`src/hw/bp2wb_pkg.sv`:
```
////////////////////////////////////////
// bp2wb package
// Widths, opcode and size encodings and
// the message structs shared by the
// memory command to Wishbone bridge
////////////////////////////////////////
package bp2wb_pkg;

   // Physical address, as on the Wishbone side
   localparam int addr_width_lp = 37;
   // One 64-bit data word per bus cycle
   localparam int data_width_lp = 64;
   localparam int sel_width_lp = data_width_lp / 8;
   // Byte offset inside a word
   localparam int offset_width_lp = $clog2(sel_width_lp);

   // Memory command opcodes, uncached only
   typedef enum logic [0:0]
   {
      e_mem_rd = 1'b0,
      e_mem_wr = 1'b1
   } mem_opcode_e;

   // Number of bytes is 2**code
   typedef enum logic [1:0]
   {
      e_size_1 = 2'd0,
      e_size_2 = 2'd1,
      e_size_4 = 2'd2,
      e_size_8 = 2'd3
   } mem_size_e;

   // Command from the cache side, write data in the low bytes
   typedef struct packed
   {
      mem_opcode_e                opcode;
      mem_size_e                  size;
      logic [addr_width_lp-1:0]   addr;
      logic [data_width_lp-1:0]   data;
   } mem_cmd_s;

   // Response back, read data zero-extended
   typedef struct packed
   {
      mem_opcode_e                opcode;
      mem_size_e                  size;
      logic [addr_width_lp-1:0]   addr;
      logic [data_width_lp-1:0]   data;
      logic                       err;
   } mem_resp_s;

   // Decoded bus request plus the command it came from
   typedef struct packed
   {
      logic [addr_width_lp-1:0]   adr;
      logic [data_width_lp-1:0]   dat;
      logic [sel_width_lp-1:0]    sel;
      logic                       we;
      mem_opcode_e                opcode;
      mem_size_e                  size;
      logic [addr_width_lp-1:0]   addr;
      logic                       misaligned;
   } wb_req_s;

   // Finished bus cycle, raw word as seen on dat_i
   typedef struct packed
   {
      mem_opcode_e                opcode;
      mem_size_e                  size;
      logic [addr_width_lp-1:0]   addr;
      logic [data_width_lp-1:0]   dat;
      logic                       err;
   } wb_done_s;

   // Bit mask covering the low bytes of a given size
   function automatic logic [data_width_lp-1:0] data_mask(mem_size_e size);
      logic [data_width_lp-1:0] mask;
      case (size)
         e_size_1: mask = 64'h0000_0000_0000_00ff;
         e_size_2: mask = 64'h0000_0000_0000_ffff;
         e_size_4: mask = 64'h0000_0000_ffff_ffff;
         default:  mask = 64'hffff_ffff_ffff_ffff;
      endcase
      return mask;
   endfunction

endpackage

```
`src/hw/bp2wb_decode.sv`:
```
////////////////////////////////////////
// bp2wb command decoder
// Checks alignment, builds byte selects
// and lane data, and buffers up to two
// Wishbone requests
////////////////////////////////////////
module bp2wb_decode
(
   input  logic                  clk_i,
   input  logic                  rst_n_i,

   input  bp2wb_pkg::mem_cmd_s   mem_cmd_i,
   input  logic                  mem_cmd_v_i,
   output logic                  mem_cmd_ready_o,

   output bp2wb_pkg::wb_req_s    req_o,
   output logic                  req_v_o,
   input  logic                  req_yumi_i
);

   logic [bp2wb_pkg::offset_width_lp-1:0] offset;
   logic [bp2wb_pkg::offset_width_lp-1:0] low_mask;
   logic [bp2wb_pkg::sel_width_lp-1:0]    sel_base;
   logic [bp2wb_pkg::offset_width_lp+2:0] lane_shift;
   logic [bp2wb_pkg::data_width_lp-1:0]   wr_data;
   bp2wb_pkg::wb_req_s                    req_n;

   bp2wb_pkg::wb_req_s                    fifo_r [2];
   logic                                  wr_ptr_r;
   logic                                  rd_ptr_r;
   logic [1:0]                            count_r;
   logic                                  push;
   logic                                  pop;

   assign offset = mem_cmd_i.addr[bp2wb_pkg::offset_width_lp-1:0];
   // Byte offset to bit offset
   assign lane_shift = {offset, 3'b000};

   // Low address bits that must be zero, and the unshifted lanes
   always_comb
   begin
      case (mem_cmd_i.size)
         bp2wb_pkg::e_size_1:
         begin
            low_mask = 3'b000;
            sel_base = 8'b0000_0001;
         end
         bp2wb_pkg::e_size_2:
         begin
            low_mask = 3'b001;
            sel_base = 8'b0000_0011;
         end
         bp2wb_pkg::e_size_4:
         begin
            low_mask = 3'b011;
            sel_base = 8'b0000_1111;
         end
         default:
         begin
            low_mask = 3'b111;
            sel_base = 8'b1111_1111;
         end
      endcase
   end

   // Trim write data to the size, then move it up to its lanes
   assign wr_data = (mem_cmd_i.data & bp2wb_pkg::data_mask(mem_cmd_i.size)) << lane_shift;

   always_comb
   begin
      req_n.adr        = {mem_cmd_i.addr[bp2wb_pkg::addr_width_lp-1:bp2wb_pkg::offset_width_lp],
                          {bp2wb_pkg::offset_width_lp{1'b0}}};
      req_n.we         = (mem_cmd_i.opcode == bp2wb_pkg::e_mem_wr);
      // Reads put nothing on dat_o
      req_n.dat        = req_n.we ? wr_data : '0;
      req_n.sel        = sel_base << offset;
      req_n.opcode     = mem_cmd_i.opcode;
      req_n.size       = mem_cmd_i.size;
      req_n.addr       = mem_cmd_i.addr;
      req_n.misaligned = |(offset & low_mask);
   end

   // Two-entry FIFO
   assign mem_cmd_ready_o = (count_r != 2'd2);
   assign push            = mem_cmd_v_i & mem_cmd_ready_o;
   assign req_v_o         = (count_r != 2'd0);
   assign pop             = req_v_o & req_yumi_i;
   assign req_o           = fifo_r[rd_ptr_r];

   always_ff @(posedge clk_i)
   begin
      if (!rst_n_i)
      begin
         wr_ptr_r <= 1'b0;
         rd_ptr_r <= 1'b0;
         count_r  <= 2'd0;
      end
      else
      begin
         if (push)
            wr_ptr_r <= ~wr_ptr_r;
         if (pop)
            rd_ptr_r <= ~rd_ptr_r;
         // Push and pop in one cycle leaves the count alone
         count_r <= count_r + {1'b0, push} - {1'b0, pop};
      end
   end

   // Entries hold payload only
   always_ff @(posedge clk_i)
   begin
      if (push)
         fifo_r[wr_ptr_r] <= req_n;
   end

endmodule

```
`src/hw/bp2wb_execute.sv`:
```
////////////////////////////////////////
// bp2wb bus cycle engine
// Runs one Wishbone classic cycle per
// request and reports its completion
////////////////////////////////////////
module bp2wb_execute
(
   input  logic                                    clk_i,
   input  logic                                    rst_n_i,

   input  bp2wb_pkg::wb_req_s                      req_i,
   input  logic                                    req_v_i,
   output logic                                    req_yumi_o,

   input  logic                                    resp_full_i,
   output bp2wb_pkg::wb_done_s                     done_o,
   output logic                                    done_v_o,

   output logic [bp2wb_pkg::addr_width_lp-1:0]     wbm_adr_o,
   output logic [bp2wb_pkg::data_width_lp-1:0]     wbm_dat_o,
   output logic [bp2wb_pkg::sel_width_lp-1:0]      wbm_sel_o,
   output logic                                    wbm_we_o,
   output logic                                    wbm_stb_o,
   output logic                                    wbm_cyc_o,
   input  logic [bp2wb_pkg::data_width_lp-1:0]     wbm_dat_i,
   input  logic                                    wbm_ack_i,
   input  logic                                    wbm_err_i
);

   typedef enum logic [1:0]
   {
      e_idle   = 2'd0,
      e_bus    = 2'd1,
      e_report = 2'd2
   } state_e;

   state_e                                state_r;
   bp2wb_pkg::wb_req_s                    req_r;
   logic [bp2wb_pkg::data_width_lp-1:0]   dat_r;
   logic                                  err_r;
   logic                                  bus_active;
   logic                                  bus_end;

   // New work only when the response slot is free
   assign req_yumi_o = (state_r == e_idle) & req_v_i & ~resp_full_i;

   assign bus_active = (state_r == e_bus);
   // Slave ended the cycle
   assign bus_end    = bus_active & (wbm_ack_i | wbm_err_i);

   always_ff @(posedge clk_i)
   begin
      if (!rst_n_i)
         state_r <= e_idle;
      else
      begin
         case (state_r)
            e_idle:
            begin
               // Misaligned requests never touch the bus
               if (req_yumi_o)
                  state_r <= req_i.misaligned ? e_report : e_bus;
            end
            e_bus:
            begin
               if (bus_end)
                  state_r <= e_report;
            end
            e_report:
               state_r <= e_idle;
            default:
               state_r <= e_idle;
         endcase
      end
   end

   // Request and result capture
   always_ff @(posedge clk_i)
   begin
      if (req_yumi_o)
      begin
         req_r <= req_i;
         dat_r <= '0;
         err_r <= req_i.misaligned;
      end
      else if (bus_end)
      begin
         dat_r <= wbm_dat_i;
         // err wins if both come back
         err_r <= wbm_err_i;
      end
   end

   // Bus fields come straight from the latched request, stable for the whole cycle
   assign wbm_adr_o = req_r.adr;
   assign wbm_dat_o = req_r.dat;
   assign wbm_sel_o = req_r.sel;
   assign wbm_we_o  = req_r.we & bus_active;
   assign wbm_cyc_o = bus_active;
   assign wbm_stb_o = bus_active;

   // Completion to the response builder
   assign done_v_o = (state_r == e_report);

   always_comb
   begin
      done_o.opcode = req_r.opcode;
      done_o.size   = req_r.size;
      done_o.addr   = req_r.addr;
      done_o.dat    = dat_r;
      done_o.err    = err_r;
   end

endmodule

```
`src/hw/bp2wb_result.sv`:
```
////////////////////////////////////////
// bp2wb response builder
// Moves read bytes down to bit zero and
// holds one response until it is taken
////////////////////////////////////////
module bp2wb_result
(
   input  logic                  clk_i,
   input  logic                  rst_n_i,

   input  bp2wb_pkg::wb_done_s   done_i,
   input  logic                  done_v_i,
   output logic                  resp_full_o,

   output bp2wb_pkg::mem_resp_s  mem_resp_o,
   output logic                  mem_resp_v_o,
   input  logic                  mem_resp_yumi_i
);

   logic [bp2wb_pkg::offset_width_lp+2:0] lane_shift;
   logic [bp2wb_pkg::data_width_lp-1:0]   rd_shift;
   logic                                  keep_data;
   bp2wb_pkg::mem_resp_s                  resp_n;
   bp2wb_pkg::mem_resp_s                  resp_r;
   logic                                  resp_v_r;

   // Byte offset of the access, in bits
   assign lane_shift = {done_i.addr[bp2wb_pkg::offset_width_lp-1:0], 3'b000};
   assign rd_shift   = done_i.dat >> lane_shift;

   // Only good reads return data
   assign keep_data = (done_i.opcode == bp2wb_pkg::e_mem_rd) & ~done_i.err;

   always_comb
   begin
      resp_n.opcode = done_i.opcode;
      resp_n.size   = done_i.size;
      resp_n.addr   = done_i.addr;
      resp_n.data   = keep_data ? (rd_shift & bp2wb_pkg::data_mask(done_i.size)) : '0;
      resp_n.err    = done_i.err;
   end

   // One-entry holding register
   always_ff @(posedge clk_i)
   begin
      if (!rst_n_i)
         resp_v_r <= 1'b0;
      else if (done_v_i)
         resp_v_r <= 1'b1;
      else if (mem_resp_yumi_i)
         resp_v_r <= 1'b0;
   end

   always_ff @(posedge clk_i)
   begin
      if (done_v_i)
         resp_r <= resp_n;
   end

   // Engine holds off while this is high
   assign resp_full_o  = resp_v_r;
   assign mem_resp_v_o = resp_v_r;
   assign mem_resp_o   = resp_r;

endmodule

```
`src/hw/bp2wb_bridge.sv`:
```
////////////////////////////////////////
// bp2wb bridge
// Memory command and response messages
// to Wishbone classic single cycles
////////////////////////////////////////
module bp2wb_bridge
(
   input  logic                                    clk_i,
   input  logic                                    rst_n_i,

   // Memory command in
   input  bp2wb_pkg::mem_cmd_s                     mem_cmd_i,
   input  logic                                    mem_cmd_v_i,
   output logic                                    mem_cmd_ready_o,

   // Memory response out
   output bp2wb_pkg::mem_resp_s                    mem_resp_o,
   output logic                                    mem_resp_v_o,
   input  logic                                    mem_resp_yumi_i,

   // Wishbone master
   output logic [bp2wb_pkg::addr_width_lp-1:0]     wbm_adr_o,
   output logic [bp2wb_pkg::data_width_lp-1:0]     wbm_dat_o,
   output logic [bp2wb_pkg::sel_width_lp-1:0]      wbm_sel_o,
   output logic                                    wbm_we_o,
   output logic                                    wbm_stb_o,
   output logic                                    wbm_cyc_o,
   input  logic [bp2wb_pkg::data_width_lp-1:0]     wbm_dat_i,
   input  logic                                    wbm_ack_i,
   input  logic                                    wbm_err_i
);

   // Decoder to engine
   bp2wb_pkg::wb_req_s    req;
   logic                  req_v;
   logic                  req_yumi;

   // Engine to response builder
   bp2wb_pkg::wb_done_s   done;
   logic                  done_v;
   logic                  resp_full;

   bp2wb_decode u_decode
   (
      .clk_i            (clk_i),
      .rst_n_i          (rst_n_i),
      .mem_cmd_i        (mem_cmd_i),
      .mem_cmd_v_i      (mem_cmd_v_i),
      .mem_cmd_ready_o  (mem_cmd_ready_o),
      .req_o            (req),
      .req_v_o          (req_v),
      .req_yumi_i       (req_yumi)
   );

   bp2wb_execute u_execute
   (
      .clk_i            (clk_i),
      .rst_n_i          (rst_n_i),
      .req_i            (req),
      .req_v_i          (req_v),
      .req_yumi_o       (req_yumi),
      .resp_full_i      (resp_full),
      .done_o           (done),
      .done_v_o         (done_v),
      .wbm_adr_o        (wbm_adr_o),
      .wbm_dat_o        (wbm_dat_o),
      .wbm_sel_o        (wbm_sel_o),
      .wbm_we_o         (wbm_we_o),
      .wbm_stb_o        (wbm_stb_o),
      .wbm_cyc_o        (wbm_cyc_o),
      .wbm_dat_i        (wbm_dat_i),
      .wbm_ack_i        (wbm_ack_i),
      .wbm_err_i        (wbm_err_i)
   );

   bp2wb_result u_result
   (
      .clk_i            (clk_i),
      .rst_n_i          (rst_n_i),
      .done_i           (done),
      .done_v_i         (done_v),
      .resp_full_o      (resp_full),
      .mem_resp_o       (mem_resp_o),
      .mem_resp_v_o     (mem_resp_v_o),
      .mem_resp_yumi_i  (mem_resp_yumi_i)
   );

endmodule

```
`config.mk`:
```
export PLATFORM = sky130hd
export DESIGN_NAME = bp2wb_bridge
export DESIGN_NICKNAME = d
export VERILOG_FILES = /design/src/hw/bp2wb_pkg.sv /design/src/hw/bp2wb_decode.sv /design/src/hw/bp2wb_execute.sv /design/src/hw/bp2wb_result.sv /design/src/hw/bp2wb_bridge.sv
export SDC_FILE = /design/constraint.sdc
export NUM_CORES = 1
export LEC_CHECK = 0
export ABC_AREA = 1
export BUFFER_PORTS_ARGS = -buffer_cell sky130_fd_sc_hd__buf_4
export CAP_MARGIN = 25
export CELL_PAD_IN_SITES_DETAIL_PLACEMENT = 1
export CELL_PAD_IN_SITES_GLOBAL_PLACEMENT = 2
export CORE_MARGIN = 2
export CORE_UTILIZATION = 30
export CTS_CLUSTER_DIAMETER = 100
export DETAILED_ROUTE_END_ITERATION = 8
export GPL_TIMING_DRIVEN = 0
export PLACE_DENSITY_LB_ADDON = 0.1
export SETUP_SLACK_MARGIN = 0.3
export SLEW_MARGIN = 10
export SYNTH_ARGS = -nofsm -noshare
export SYNTH_HDL_FRONTEND = slang
export SYNTH_SLANG_ARGS = --single-unit
```
`constraint.sdc`:
```
create_clock -name clk_i -period 18.2 [get_ports clk_i]
set_input_delay 3.64 -clock clk_i [delete_from_list [all_inputs] [get_ports clk_i]]
set_output_delay 3.64 -clock clk_i [all_outputs]
set_load 0.005 [all_outputs]
```
# == After elaboration in Yosys (flattened, before gate mapping) ==
# Memory sizes are Yosys's and may differ from the RTL's. A register that Yosys moved wholly into a read port is not among the register bits.
# Index checks and enable logic that the tools add are counted.
# classes
addsub,2
bitwise_logic,16
reduce_logical,8
n_shift,3
n_eq_ne,9
mux,17
# ops
cell,n
$pmux W64 S3,2
$and A64 B64 Y64,2
$mux W64,1
$shl A64 B6 Y64,1
$shr A64 B6 Y64,1
$pmux W8 S3,1
$pmux W3 S3,1
$mux W1,8
$shl A8 B3 Y8,1
$and A1 B1 Y1,7
$eq A2 B1 Y1 const B,3
$eq A2 B2 Y1 const B,3
$logic_not A2 Y1,3
$mux W2,3
$ne A2 B2 Y1 const B,3
$reduce_bool A2 Y1,3
$not A1 Y1,5
$pmux W2 S2,1
$and A3 B3 Y3,1
$reduce_or A3 Y1,1
$add A2 B1 Y2,1
$reduce_and A2 Y1,1
$sub A2 B1 Y2,1
$or A1 B1 Y1,1
# word_totals
n_memories,1
ram_bits,296
word_cells,75
out_inout_bits,219
input_bits,174
register_bits,327
# mem_list
name,words,word_bits,rd,rd_clocked_by_memory_dff,wr,line,rtl
u_decode.fifo_r,2,148,1,1,1,bp2wb_decode.sv:28,bp2wb_pkg::wb_req_s fifo_r [2];

# == Longest topological paths before layout ==
# Gate-level depths: netlist (run 1).
# logic_depth
word_depth,6
mapped_depth,11
depth_no_buf,10

# == By module ==
# Synthesis (run 1) repeated with hierarchy kept, for this count alone.
# hier_totals
hier_cells,2331
hier_area_um2,25035.3
# modules_own_cells
module,n_inst,seq_area_each_um2,cells_per_inst,area_per_inst_um2
bp2wb_decode,1,6886.6,962,10940.5
bp2wb_execute,1,5855.6,743,8575.7
bp2wb_result,1,3173.0,626,5519.0

# == Worst setup path before layout (run 1) ==
# OpenSTA, ideal clock, no wires.
# synth_timing
kind,input -> register
from,input port mem_cmd_v_i
to,memory u_decode.fifo_r[1][0] in the netlist's numbering (enable)
path_slack_ps,9166
t_required_ps,17613
n_path_buf,0
setup_ps,587
path_stages,2
arrival_time_ps,8447
path_cell_list,nand2_1 nor2_1
# synth_via
elab_chain_cells,3
# synth_lines
item,line,rtl
"start, declared",bp2wb_bridge.sv:13,"input logic mem_cmd_v_i,"
$and A1 B1 Y1,bp2wb_decode.sv:85,assign push = mem_cmd_v_i & mem_cmd_ready_o;
$mux W1,bp2wb_decode.sv:112,if (push)
$mux W1 (not written as such),bp2wb_decode.sv:113,fifo_r[wr_ptr_r] <= req_n;
"end, declared",bp2wb_decode.sv:28,
# Every way passes these cells.

==> results by group, run 1 <==
Detailed routing
  – DR DRC count: 0
  – DRT Wirelength: 80820 µm
  – 1st-pass router iterations: 5
  – Via Count: 16803
  – Final ANT Viol Nets: 0
  – WL/cell: between 20 and 25 µm
  – Iteration-0 DRC Markers: ~1000
  – Vias/cell: around 4.6

Floorplanning
  – Starting Density: between 30% and 40%
  – Boundary Pins: between 300 and 400
  – # rows: around 100
  – Die height: 274.1 µm
  – Core ar.: 72590 µm²
  – Die X: between 200 and 300 µm
  – Die area: around 75000 µm²

Setup path
  – Critical path class: primary input to flip-flop
  – Crit start category: primary input
  – Peak fanout along the critical path: 9
  – Worst path required time: around 19 ns
  – Setup crit end kind: flip-flop
  – Arrival @ worst endpoint: ~5.6 ns

STA
  – RSZ-0062 raised after global routing: false
  – Final Setup Violations: 0
  – Fin. Hold Viols: 0
  – Fmax: just under 200 MHz
  – Tightest Pin Transition: around 0.84 ns
  – Max-slew violation count: 0
  – Fin crit share: 28.50%
  – Slew margin rel.: a little over two fifths
  – Setup TNS: 0 ns
  – Worst Clk Skew: around 0.048 ns
  – Fin crit period: around 5.2 ns

Placed design
  – Buffers on Ports: 389
  – GP Congestion: a little over 0.9
  – Post-DP HPWL: about 63000 µm

Power
  – Total power: around 4.6 mW
  – Power Density: roughly 160 nW/µm²
  – P_leak: 11.60 nW
  – Peak VDD IR: about 0.00011 V

CTS
  – TritonCTS clock tree: done
  – Hold buffer count at cts: 0
  – Root buffer cell: clkbuf_16
  – Sink Count: about 520
  – Clock buffer depth: 3
  – H-tree depth: 2
  – Number of gates resized after CTS: 0
  – # Post-CTS Setup Buffers: 0
  – Skew-Pair Late Insertion Delay: about 0.65 ns
  – CTS Buf Count: 56
  – Clock transition at path regs: 0.06 ns

Final layout
  – Most common cell after layout, fill and taps aside: nand2_1
  – Most frequent cells in the layout: nand2_1 (760), edfxtp_1 (444), buf_4 (440)
  – Share of post-route cells with drive strength above 1: ~23%
  – Area Growth Syn to Fin: 29.33%
  – Antenna Cells: 0
  – Final layout net count: roughly 2800
  – Post-layout util: about two fifths

Global route
  – Met3 GRT Util: about 2.8%
  – Via count of the first global-routing pass: ~17000
  – Met1 usage: ~29%
  – GRT Max-Usage Layer: met2
  – Overall global routing resource usage: 21.23%
  – First-pass GRT wire length: 116400 µm
  – Initial antenna violation count: 0
  – Largest net degree at the start of global routing: between 80 and 90
  – Met2 GRT Util: 35.89%
  – Remaining Overflow, GRT: 0

Min path
  – Min-Delay Path Class: flip-flop to flip-flop

Synthesis
  – Most used DFF post-synth: edfxtp_1
  – Yosys cell types: between 40 and 50
  – Syn_area_per_cell: a little over 10 µm²
  – Asr flop ratio synth: 0%
  – EDFF count, synth: between 400 and 500
  – Mapped Cells: roughly 2100
  – Sequential-to-total area share from yosys stat: 67.52%
  – Synth Cell Area: around 22000 µm²
  – Synth Warn #: 0
  – Synthesis-stage register bit count: 516

Run status
  – Status: finished clean

Flow run
  – Max-cap check violation count: 0
-- sequential cells by signal (all words and copies together) (netlist names), named ones only --
signal / flops
u_result.mem_resp_o: 105
u_result.mem_resp_v_o: 1
u_execute.state_r: 2
u_decode.rd_ptr_r: 1
u_decode.count_r: 2
u_execute.err_r: 1
u_decode.wr_ptr_r: 1
u_execute.wbm_dat_o: 64
u_decode.fifo_r: 226
u_execute.done_o: 39
u_execute.wbm_adr_o: 1
u_execute.dat_r: 64
u_execute.wbm_sel_o: 8
-- path summary, 6_finish.rpt --
path	from	end	slack, ns	cells past startpoint
worst max-delay path	mem_cmd_i[103]	u_decode.fifo_r[0][105]$_DFFE_PP_	13.01	6
worst min-delay path	u_execute.done_o[94]$_DFFE_PP_	u_result.mem_resp_o[94]$_DFFE_PP_	0.45	0
worst max register to register	u_decode.count_r[1]$_SDFF_PN0_	u_execute.wbm_dat_o[40]$_DFFE_PP_	15.77	7
worst min register to register	u_execute.done_o[94]$_DFFE_PP_	u_result.mem_resp_o[94]$_DFFE_PP_	0.45	0
-- critical path, cell delays in order --
cell and delay, ns:
buf_4 0.10, clkbuf_1 0.40, nand2_1 0.44, inv_1 0.36, nand3_1 0.17, o21ai_0 0.45
-- logic make-up after synthesis --
kind of cell	Yosys count	synth area share (%)
flops	516	67.52
fa+ha+maj	2	0.1144
buf+inv	232	5.290
compound gates	257	6.107
simple gates	1138	20.82
other cells	1	0.01714
xor+xnor	2	0.08007
mux	1	0.04575
-- layer usage --
metal	share of wire, %	vias up
li1	-	8121
met1	45	8198
met2	48	389
met3	4.7	95
met4	2.5	0
met5	0	-
-- metrics by stage --
step                      std cells  cell area, µm²  hold WS, ns  worst slack (ns)
after detailed placement       3515           26390       0.4356             12.39
after CTS                      3621           28300       0.4522             12.99
final                          3621           28300       0.4496             13.01
after global routing           3621           28300       0.4650             12.93
after floorplan                2151           21890       0.4277             9.166
after global placement         3499           26010       0.4319             5.444
-- report_power, final --
part           switching (mW)  internal (mW)  total [mW]
combinational           0.981          0.551        1.53
clock                   0.485          0.680        1.16
sequential              0.153           1.72        1.87
total                    1.62           2.95        4.57
-- final cells by class --
cell class | count | area (µm²)
Buffer | 160 | 884.6
Timing Repair Buffer | 405 | 3271
Clock buffer | 79 | 1580
Inverter | 72 | 277.8
Clock inverter | 27 | 331.6
Sequential cell | 516 | 14770
Tap cell | 959 | 1200
Fill cell | 8145 | 44290
Multi-Input combinational cell | 1403 | 5978
-- cells in the mapped netlist (all sizes together) (11+ instances only) --
library cell / count / area, µm²
a21oi: 72 / 360.4
buf: 104 / 669.4
clkbuf: 56 / 215.2
dfxtp: 72 / 1441
edfxtp: 444 / 13330
inv: 70 / 265.3
nand2: 762 / 2870
nand3: 146 / 748.2
nor2: 202 / 775.8
nor3: 11 / 55.05
o211ai: 12 / 90.09
o21ai: 166 / 834.6
(Power assumes the default switching activity.)
==> run 2, diff against run 1 <==
==> constraint.sdc (replaced) <==
create_clock -name clk_i -period 4.5 [get_ports clk_i]
set_input_delay 0.9 -clock clk_i [delete_from_list [all_inputs] [get_ports clk_i]]
set_output_delay 0.9 -clock clk_i [all_outputs]
set_load 0.005 [all_outputs]
==> run 2 against run 1 <==
Combinational power grew to 4.0 times the previous value. Non-clock buffer count is 2 lower. Worst hold slack got worse by 0.0023 ns. Clock power rose to 3.9 times the previous value. Final cell count down 0.14%. Critical path type is now flip-flop to output pin. Sequential share of layout area up 0.28 points. First-iteration DRC count is 2.0% lower.
==> results by group, run 2 (synthesized netlist as in run 1, its figures left out) <==
Run status
  – Status: finished clean (unchanged)

Setup path
  – Peak fanout along the critical path: 5 (was 9)
  – Worst r2r dst: u_execute.wbm_dat_o[40]$_DFFE_PP_ (unchanged)
  – R2r worst-path depth: 7 (unchanged)
  – Crit start category: flip-flop (was primary input)
  – Arrival @ worst endpoint: 1.52 ns (was 5.57 ns)
  – Worst path cell trace: inv_2 -> nor2_4 -> and2_1 -> buf_4 (was buf_4 -> clkbuf_1 -> nand2_1 -> inv_1 -> nand3_1 -> o21ai_0)
  – Critical path class: flip-flop to output pin (was primary input to flip-flop)
  – Register-to-register setup slack: 2.13 ns (was 15.77 ns)
  – Worst path required time: 3.60 ns (was 18.58 ns)
  – Setup crit end kind: output pin (was flip-flop)
  – Max incr delay on CP: 0.42 ns (was 0.45 ns)
  – Critical path's slowest cell: dfxtp_1 (was o21ai_0)
  – RR Startpoint: u_decode.count_r[1]$_SDFF_PN0_ (unchanged)

Final layout
  – Design area: 28150 µm² (was 28300 µm²)
  – Share of post-route cells with drive strength above 1: 22.85% (was 22.84%)
  – Largest Register: u_decode.fifo_r (unchanged)
  – Area Growth Syn to Fin: 28.65% (was 29.33%)
  – Most frequent cells in the layout: nand2_1 (760), edfxtp_1 (444), buf_4 (440) (unchanged)
  – FF+latch area: 14770 µm² (unchanged)
  – Final Non-Filler Cells: 3616 (was 3621)
  – Post-layout util: 38.78% (was 38.98%)
  – Filler Cell Count: 8259 (was 8145)
  – Final layout net count: 2787 (was 2790)
  – Number of flip-flops in the largest register: 226 (unchanged)
  – Multi-input logic area: 5978 µm² (unchanged)
  – Most common cell after layout, fill and taps aside: nand2_1 (unchanged)
  – Antenna Cells: 0 (unchanged)

Min path
  – Min-Delay Path Class: flip-flop to flip-flop (unchanged)
  – Endpoint of the worst hold path: u_result.mem_resp_o[70]$_DFFE_PP_ (was u_result.mem_resp_o[94]$_DFFE_PP_)
  – Hold depth: 0 (unchanged)
  – Min-delay src: u_execute.done_o[70]$_DFFE_PP_ (was u_execute.done_o[94]$_DFFE_PP_)

Power
  – Total power: 18.23 mW (was 4.570 mW)
  – Power Density: 647.7 nW/µm² (was 161.5 nW/µm²)
  – Clock power share: 24.7% (was 25.5%)
  – Internal: 11.73 mW (was 2.950 mW)
  – P_sw: 6.501 mW (was 1.619 mW)
  – Peak VDD IR: 0.0003105 V (was 0.0001066 V)
  – Reg power frac: 41.5% (was 41.0%)
  – Switching share of total power: 35.66% (was 35.44%)
  – P_leak: 11.53 nW (was 11.60 nW)
  – Comb pwr share: 33.8% (was 33.5%)

STA
  – Final Setup Violations: 0 (unchanged)
  – Slew margin rel.: 31.81% (was 43.23%)
  – Fin. Hold Viols: 0 (unchanged)
  – Max-slew violation count: 0 (unchanged)
  – Worst Clk Skew: 0.02378 ns (was 0.04799 ns)
  – Fin worst setup slack: 2.081 ns (was 13.01 ns)
  – Min Hold Slack: 0.4473 ns (was 0.4496 ns)
  – Setup TNS: 0 ns (unchanged)
  – Tightest Pin Transition: 1.012 ns (was 0.8427 ns)
  – RSZ-0062 raised after global routing: false (unchanged)
  – Fmax: about 410 MHz
  – Fin crit period: 2.419 ns
  – Fin crit share: 53.77%

CTS
  – TritonCTS clock tree: done (unchanged)
  – # Post-CTS Setup Buffers: 0 (unchanged)
  – Skew-Pair Late Insertion Delay: 0.62 ns (was 0.65 ns)
  – CTS Buf Count: 55 (was 56)
  – Number of gates resized after CTS: 0 (unchanged)
  – H-tree depth: 2 (unchanged)
  – Root buffer cell: clkbuf_16 (unchanged)
  – Hold buffer count at cts: 0 (unchanged)
  – Sink Count: 516 (unchanged)
  – Clock buffer depth: 3 (unchanged)
  – Clock transition at path regs: 0.07 ns (was 0.06 ns)

Detailed routing
  – Vias/cell: 4.687 (was 4.640)
  – Iteration-0 DRC Markers: 982 (was 1002)
  – DRT Wirelength: 81740 µm (was 80820 µm)
  – WL/cell: 22.60 µm (was 22.32 µm)
  – Via Count: 16948 (was 16803)
  – DR DRC count: 0 (unchanged)
  – Final ANT Viol Nets: 0 (unchanged)
  – 1st-pass router iterations: 7 (was 5)

Flow run
  – Max-cap check violation count: 0 (unchanged)

Global route
  – Via count of the first global-routing pass: 17693 (was 17481)
  – Overall global routing resource usage: 21.41% (was 21.23%)
  – First-pass GRT wire length: 117100 µm (was 116400 µm)
  – Largest net degree at the start of global routing: 81 (unchanged)
  – Remaining Overflow, GRT: 0 (unchanged)
  – Initial antenna violation count: 0 (unchanged)

Floorplanning
  – # rows: 99 (unchanged)
  – Starting Density: 30.14% (unchanged)
  – Die area: 75110 µm² (unchanged)
  – Die X: 274.1 µm (unchanged)
  – Boundary Pins: 393 (unchanged)
  – Core ar.: 72590 µm² (unchanged)
  – Die height: 274.1 µm (unchanged)

Placed design
  – GP Congestion: 0.9079 (was 0.9207)
  – Placed cell areas: 26350 µm² (was 26390 µm²)
  – Setup WS pre-CTS: 1.461 ns (was 12.39 ns)
  – Post-DP HPWL: 63840 µm (was 63390 µm)
  – Dpl cells: 3513 (was 3515)
  – Buffers on Ports: 389 (unchanged)
run 2: cell types whose count changed in the layout (fill, tap and decap cells not counted), moves of 2 or more:
cell / before / now
clkinv_2: 3 / 6
clkinv_1: 14 / 10
bufinv_16: 5 / 3
buf_16: 6 / 4
clkinv_4: 0 / 2
clkbuf_8: 5 / 3
clkinv_16: 3 / 1
run 2: cell type report:
cell class              count  share of cell area [%]
multi-input cells        1403                   21.24
clock inverters            27                  0.9779
plain buffers             160                   3.143
clock buffers              76                   5.427
inverters                  72                  0.9868
well taps                 959                   4.263
repair buffers            403                   11.48
flip-flops and latches    516                   52.49
run 2: metal layers:
metal / vias up / track usage (%) / wire length, µm
li1: 8126 / - / -
met1: 8346 / 28.88 / 37080
met2: 388 / 36.42 / 39500
met3: 88 / 2.951 / 3511
met4: 0 / 5.020 / 1639
met5: - / 0 / 0
run 2: worst max-delay path by stage:
| stage | start | end | slack [ns] | cells after the start |
|---|---|---|---|---|
| 6_report | u_execute.state_r[0]$_SDFFE_PN0P_ | wbm_we_o | 2.08 | 4 |
| 5_1_grt | u_decode.count_r[1]$_SDFF_PN0_ | u_execute.wbm_dat_o[40]$_DFFE_PP_ | 1.93 | 7 |
| 4_1_cts | u_execute.state_r[0]$_SDFFE_PN0P_ | wbm_we_o | 2.03 | 4 |
| 3_5_place_dp | mem_cmd_i[103] | u_decode.fifo_r[0][105]$_DFFE_PP_ | 1.46 | 6 |
| 3_3_place_gp | mem_cmd_v_i | u_decode.fifo_r[1][125]$_DFFE_PP_ | -2.24 | 3 |
| 2_1_floorplan | mem_cmd_v_i | u_decode.fifo_r[1][0]$_DFFE_PP_ | 0.11 | 2 |
run 2: critical path: cells and delay by family (launching register included):
family,cells,cell delay [ns]
buffers and inverters,2,0.20
flip-flops,1,0.42
AND/OR/NAND/NOR,2,0.28
run 2: power groups by stage:
stage / sequential [mW] / combinational [mW] / clock (mW)
6_report: 7.56 / 6.17 / 4.50
5_1_grt: 7.70 / 6.83 / 4.81
4_1_cts: 7.58 / 6.30 / 4.65
3_5_place_dp: 7.67 / 6.29 / 0
3_3_place_gp: 7.68 / 5.69 / 0
2_1_floorplan: 7.60 / 3.01 / 0
==> run 3, diff against run 2 <==
==> constraint.sdc (replaced) <==
create_clock -name clk_i -period 1.96 [get_ports clk_i]
set_input_delay 0.392 -clock clk_i [delete_from_list [all_inputs] [get_ports clk_i]]
set_output_delay 0.392 -clock clk_i [all_outputs]
set_load 0.005 [all_outputs]
==> run 3 against run 2 <==
Wire length rose by 7.1%. Sequential share of layout area fell by 5.4 points. Utilization rose by 4.5 points. Count of clock-buffer cells in the layout fell by 5. Die area did not move. Global-route usage rose by 1.0 points. Final area rose by 12%. Clock power rose by 140%. Combinational power rose to 3.3 times the previous value. Worst setup slack got worse by 1.9 ns. Non-clock buffer count rose by 164. Critical path type unchanged. Critical endpoint unchanged. Largest cell class unchanged.
==> results by group, run 3 (synthesized netlist as in run 1, its figures left out) <==
Run status
  – Status: finished clean (unchanged)

CTS
  – Sink Count: 516 (unchanged)
  – Skew-Pair Late Insertion Delay: 0.65 ns (was 0.62 ns)
  – Clock transition at path regs: 0.06 ns (was 0.07 ns)
  – CTS Buf Count: 57 (was 55)
  – TritonCTS clock tree: done (unchanged)
  – H-tree depth: 2 (unchanged)
  – Root buffer cell: clkbuf_16 (unchanged)
  – Clock buffer depth: 3 (unchanged)

Min path
  – Min-Delay Path Class: primary input to flip-flop (was flip-flop to flip-flop)
  – Hold depth: 3 (was 0)

Placed design
  – GP Congestion: 0.9081 (was 0.9079)
  – Placed cell areas: 26330 µm² (was 26350 µm²)
  – Setup WS pre-CTS: -0.7083 ns (was 1.461 ns)
  – Post-DP HPWL: 64040 µm (was 63840 µm)
  – Buffers on Ports: 389 (unchanged)

Power
  – Peak VDD IR: 0.0006686 V (was 0.0003105 V)
  – P_leak: 12.96 nW (was 11.53 nW)
  – Power Density: 1557 nW/µm² (was 647.7 nW/µm²)

Flow run
  – Max-cap check violation count: 0 (unchanged)

Final layout
  – Design area: 31420 µm² (was 28150 µm²)
  – Number of flip-flops in the largest register: 226 (unchanged)
  – Share of post-route cells with drive strength above 1: 32.08% (was 22.85%)
  – Most common cell after layout, fill and taps aside: nand2_1 (unchanged)
  – Area Growth Syn to Fin: 43.58% (was 28.65%)
  – Final layout net count: 2956 (was 2787)
  – Largest Register: u_decode.fifo_r (unchanged)
  – Most frequent cells in the layout: nand2_1 (731), edfxtp_1 (444), buf_4 (434) (was nand2_1 (760), edfxtp_1 (444), buf_4 (440))

Setup path
  – Worst path required time: 1.57 ns (was 3.60 ns)
  – R2r worst-path depth: 12 (was 7)
  – Critical path class: flip-flop to output pin (unchanged)
  – Setup crit end kind: output pin (unchanged)
  – Peak fanout along the critical path: 4 (was 5)
  – Arrival @ worst endpoint: 1.44 ns (was 1.52 ns)
  – Crit start category: flip-flop (unchanged)

Global route
  – Largest net degree at the start of global routing: 34 (was 81)
  – Initial antenna violation count: 2 (was 0)
  – Overall global routing resource usage: 22.41% (was 21.41%)
  – Via count of the first global-routing pass: 18429 (was 17693)
  – First-pass GRT wire length: 122900 µm (was 117100 µm)
  – Remaining Overflow, GRT: 0 (unchanged)

Detailed routing
  – Iteration-0 DRC Markers: 1002 (was 982)
  – WL/cell: 23.12 µm (was 22.60 µm)
  – Vias/cell: 4.723 (was 4.687)
  – DR DRC count: 0 (unchanged)
  – Via Count: 17890 (was 16948)
  – Final ANT Viol Nets: 0 (unchanged)
  – 1st-pass router iterations: 5 (was 7)
  – DRT Wirelength: 87570 µm (was 81740 µm)

Floorplanning
  – # rows: 99 (unchanged)
  – Die height: 274.1 µm (unchanged)
  – Die X: 274.1 µm (unchanged)
  – Core ar.: 72590 µm² (unchanged)
  – Boundary Pins: 393 (unchanged)
  – Starting Density: 30.14% (unchanged)
  – Die area: 75110 µm² (unchanged)

STA
  – Slew margin rel.: 43.23% (was 31.81%)
  – Min Hold Slack: 0.02524 ns (was 0.4473 ns)
  – RSZ-0062 raised after global routing: true (was false)
  – Fin crit period: 1.829 ns
  – Fin worst setup slack: 0.1312 ns (was 2.081 ns)
  – Fin crit share: 93.31%
  – Fmax: approximately 550 MHz
  – Tightest Pin Transition: 0.8515 ns (was 1.012 ns)
  – Final Setup Violations: 0 (unchanged)
  – Max-slew violation count: 0 (unchanged)
  – Worst Clk Skew: 0.06469 ns (was 0.02378 ns)
  – Fin. Hold Viols: 0 (unchanged)
run 3: cell types whose count changed in the layout (fill, tap and decap cells not counted), moves of 13 or more:
cell,change
a21oi_1,-14
buf_6,+94
clkbuf_1,-36
clkbuf_16,+13
clkbuf_2,+27
dlygate4sd3_1,+56
nand2_1,-29
nand2_2,+24
o21ai_0,-89
o21ai_1,+29
o21ai_2,+41
o21ai_4,+19
run 3: area by class of cell:
class | count | area (µm²)
multi-input combinational | 1405 | 6698
timing repair buffer | 568 | 5286
fill | 8041 | 41170
timing repair inverter | 1 | 7.507
clock inverter | 35 | 451.7
buffer | 159 | 1200
antenna | 2 | 5.005
sequential | 516 | 14780
inverter | 72 | 306.5
tap | 959 | 1200
clock buffer | 71 | 1479
run 3: worst max-delay path, cell delays in order (launching register included):
cell     delay [ns]
dfxtp_4        0.36
inv_4          0.05
nor2_4         0.15
and2_4         0.17
buf_6          0.08
run 3: report_power, final:
group	switching [mW]	total [mW]	internal, mW
registers	1.63	17.6	16.0
clock network	4.52	11.0	6.45
logic	11.3	20.4	9.10
total	17.4	48.9	31.5
run 3: routing by layer:
layer | global-route usage, % | routed length (µm) | up-vias
li1 | - | - | 8467
met1 | 30.58 | 39580 | 8885
met2 | 38.16 | 42940 | 441
met3 | 2.697 | 3472 | 95
met4 | 4.920 | 1559 | 2
met5 | 0 | 16 | -
run 3: final timing paths:
check | from | to | slack, ns
min | wbm_dat_i[10] | u_execute.dat_r[10]$_SDFFE_PP0P_ | 0.03
max | u_execute.state_r[0]$_SDFFE_PN0P_ | wbm_we_o | 0.13
min reg2reg | u_execute.done_o[92]$_DFFE_PP_ | u_result.mem_resp_o[92]$_DFFE_PP_ | 0.45
max reg2reg | u_decode.count_r[1]$_SDFF_PN0_ | u_execute.state_r[1]$_SDFFE_PN0P_ | 0.15
run 3: timing repair:
action                                  4_1_cts  5_1_grt
buffers inserted                             50       36
endpoints found under the setup margin      603      327
cloned                                        9       17
hold buffers                                 56        0
pin swaps                                    16       50
resized for setup                           226      270
endpoints found under the hold margin        96        0
run 3: through the flow:
step / utilization [%] / total power [mW] / setup TNS (ns) / std cells
3_5_place_dp: 36.28 / 32.09 / -106.23 / 3513
6_report: 43.28 / 48.92 / 0 / 3788
4_1_cts: 41.29 / 46.28 / 0 / 3733
2_1_floorplan: - / 23.99 / -301.53 / 2151
5_1_grt: 43.28 / 51.54 / 0 / 3787
3_3_place_gp: 35.89 / 28.46 / -872.07 / 3499
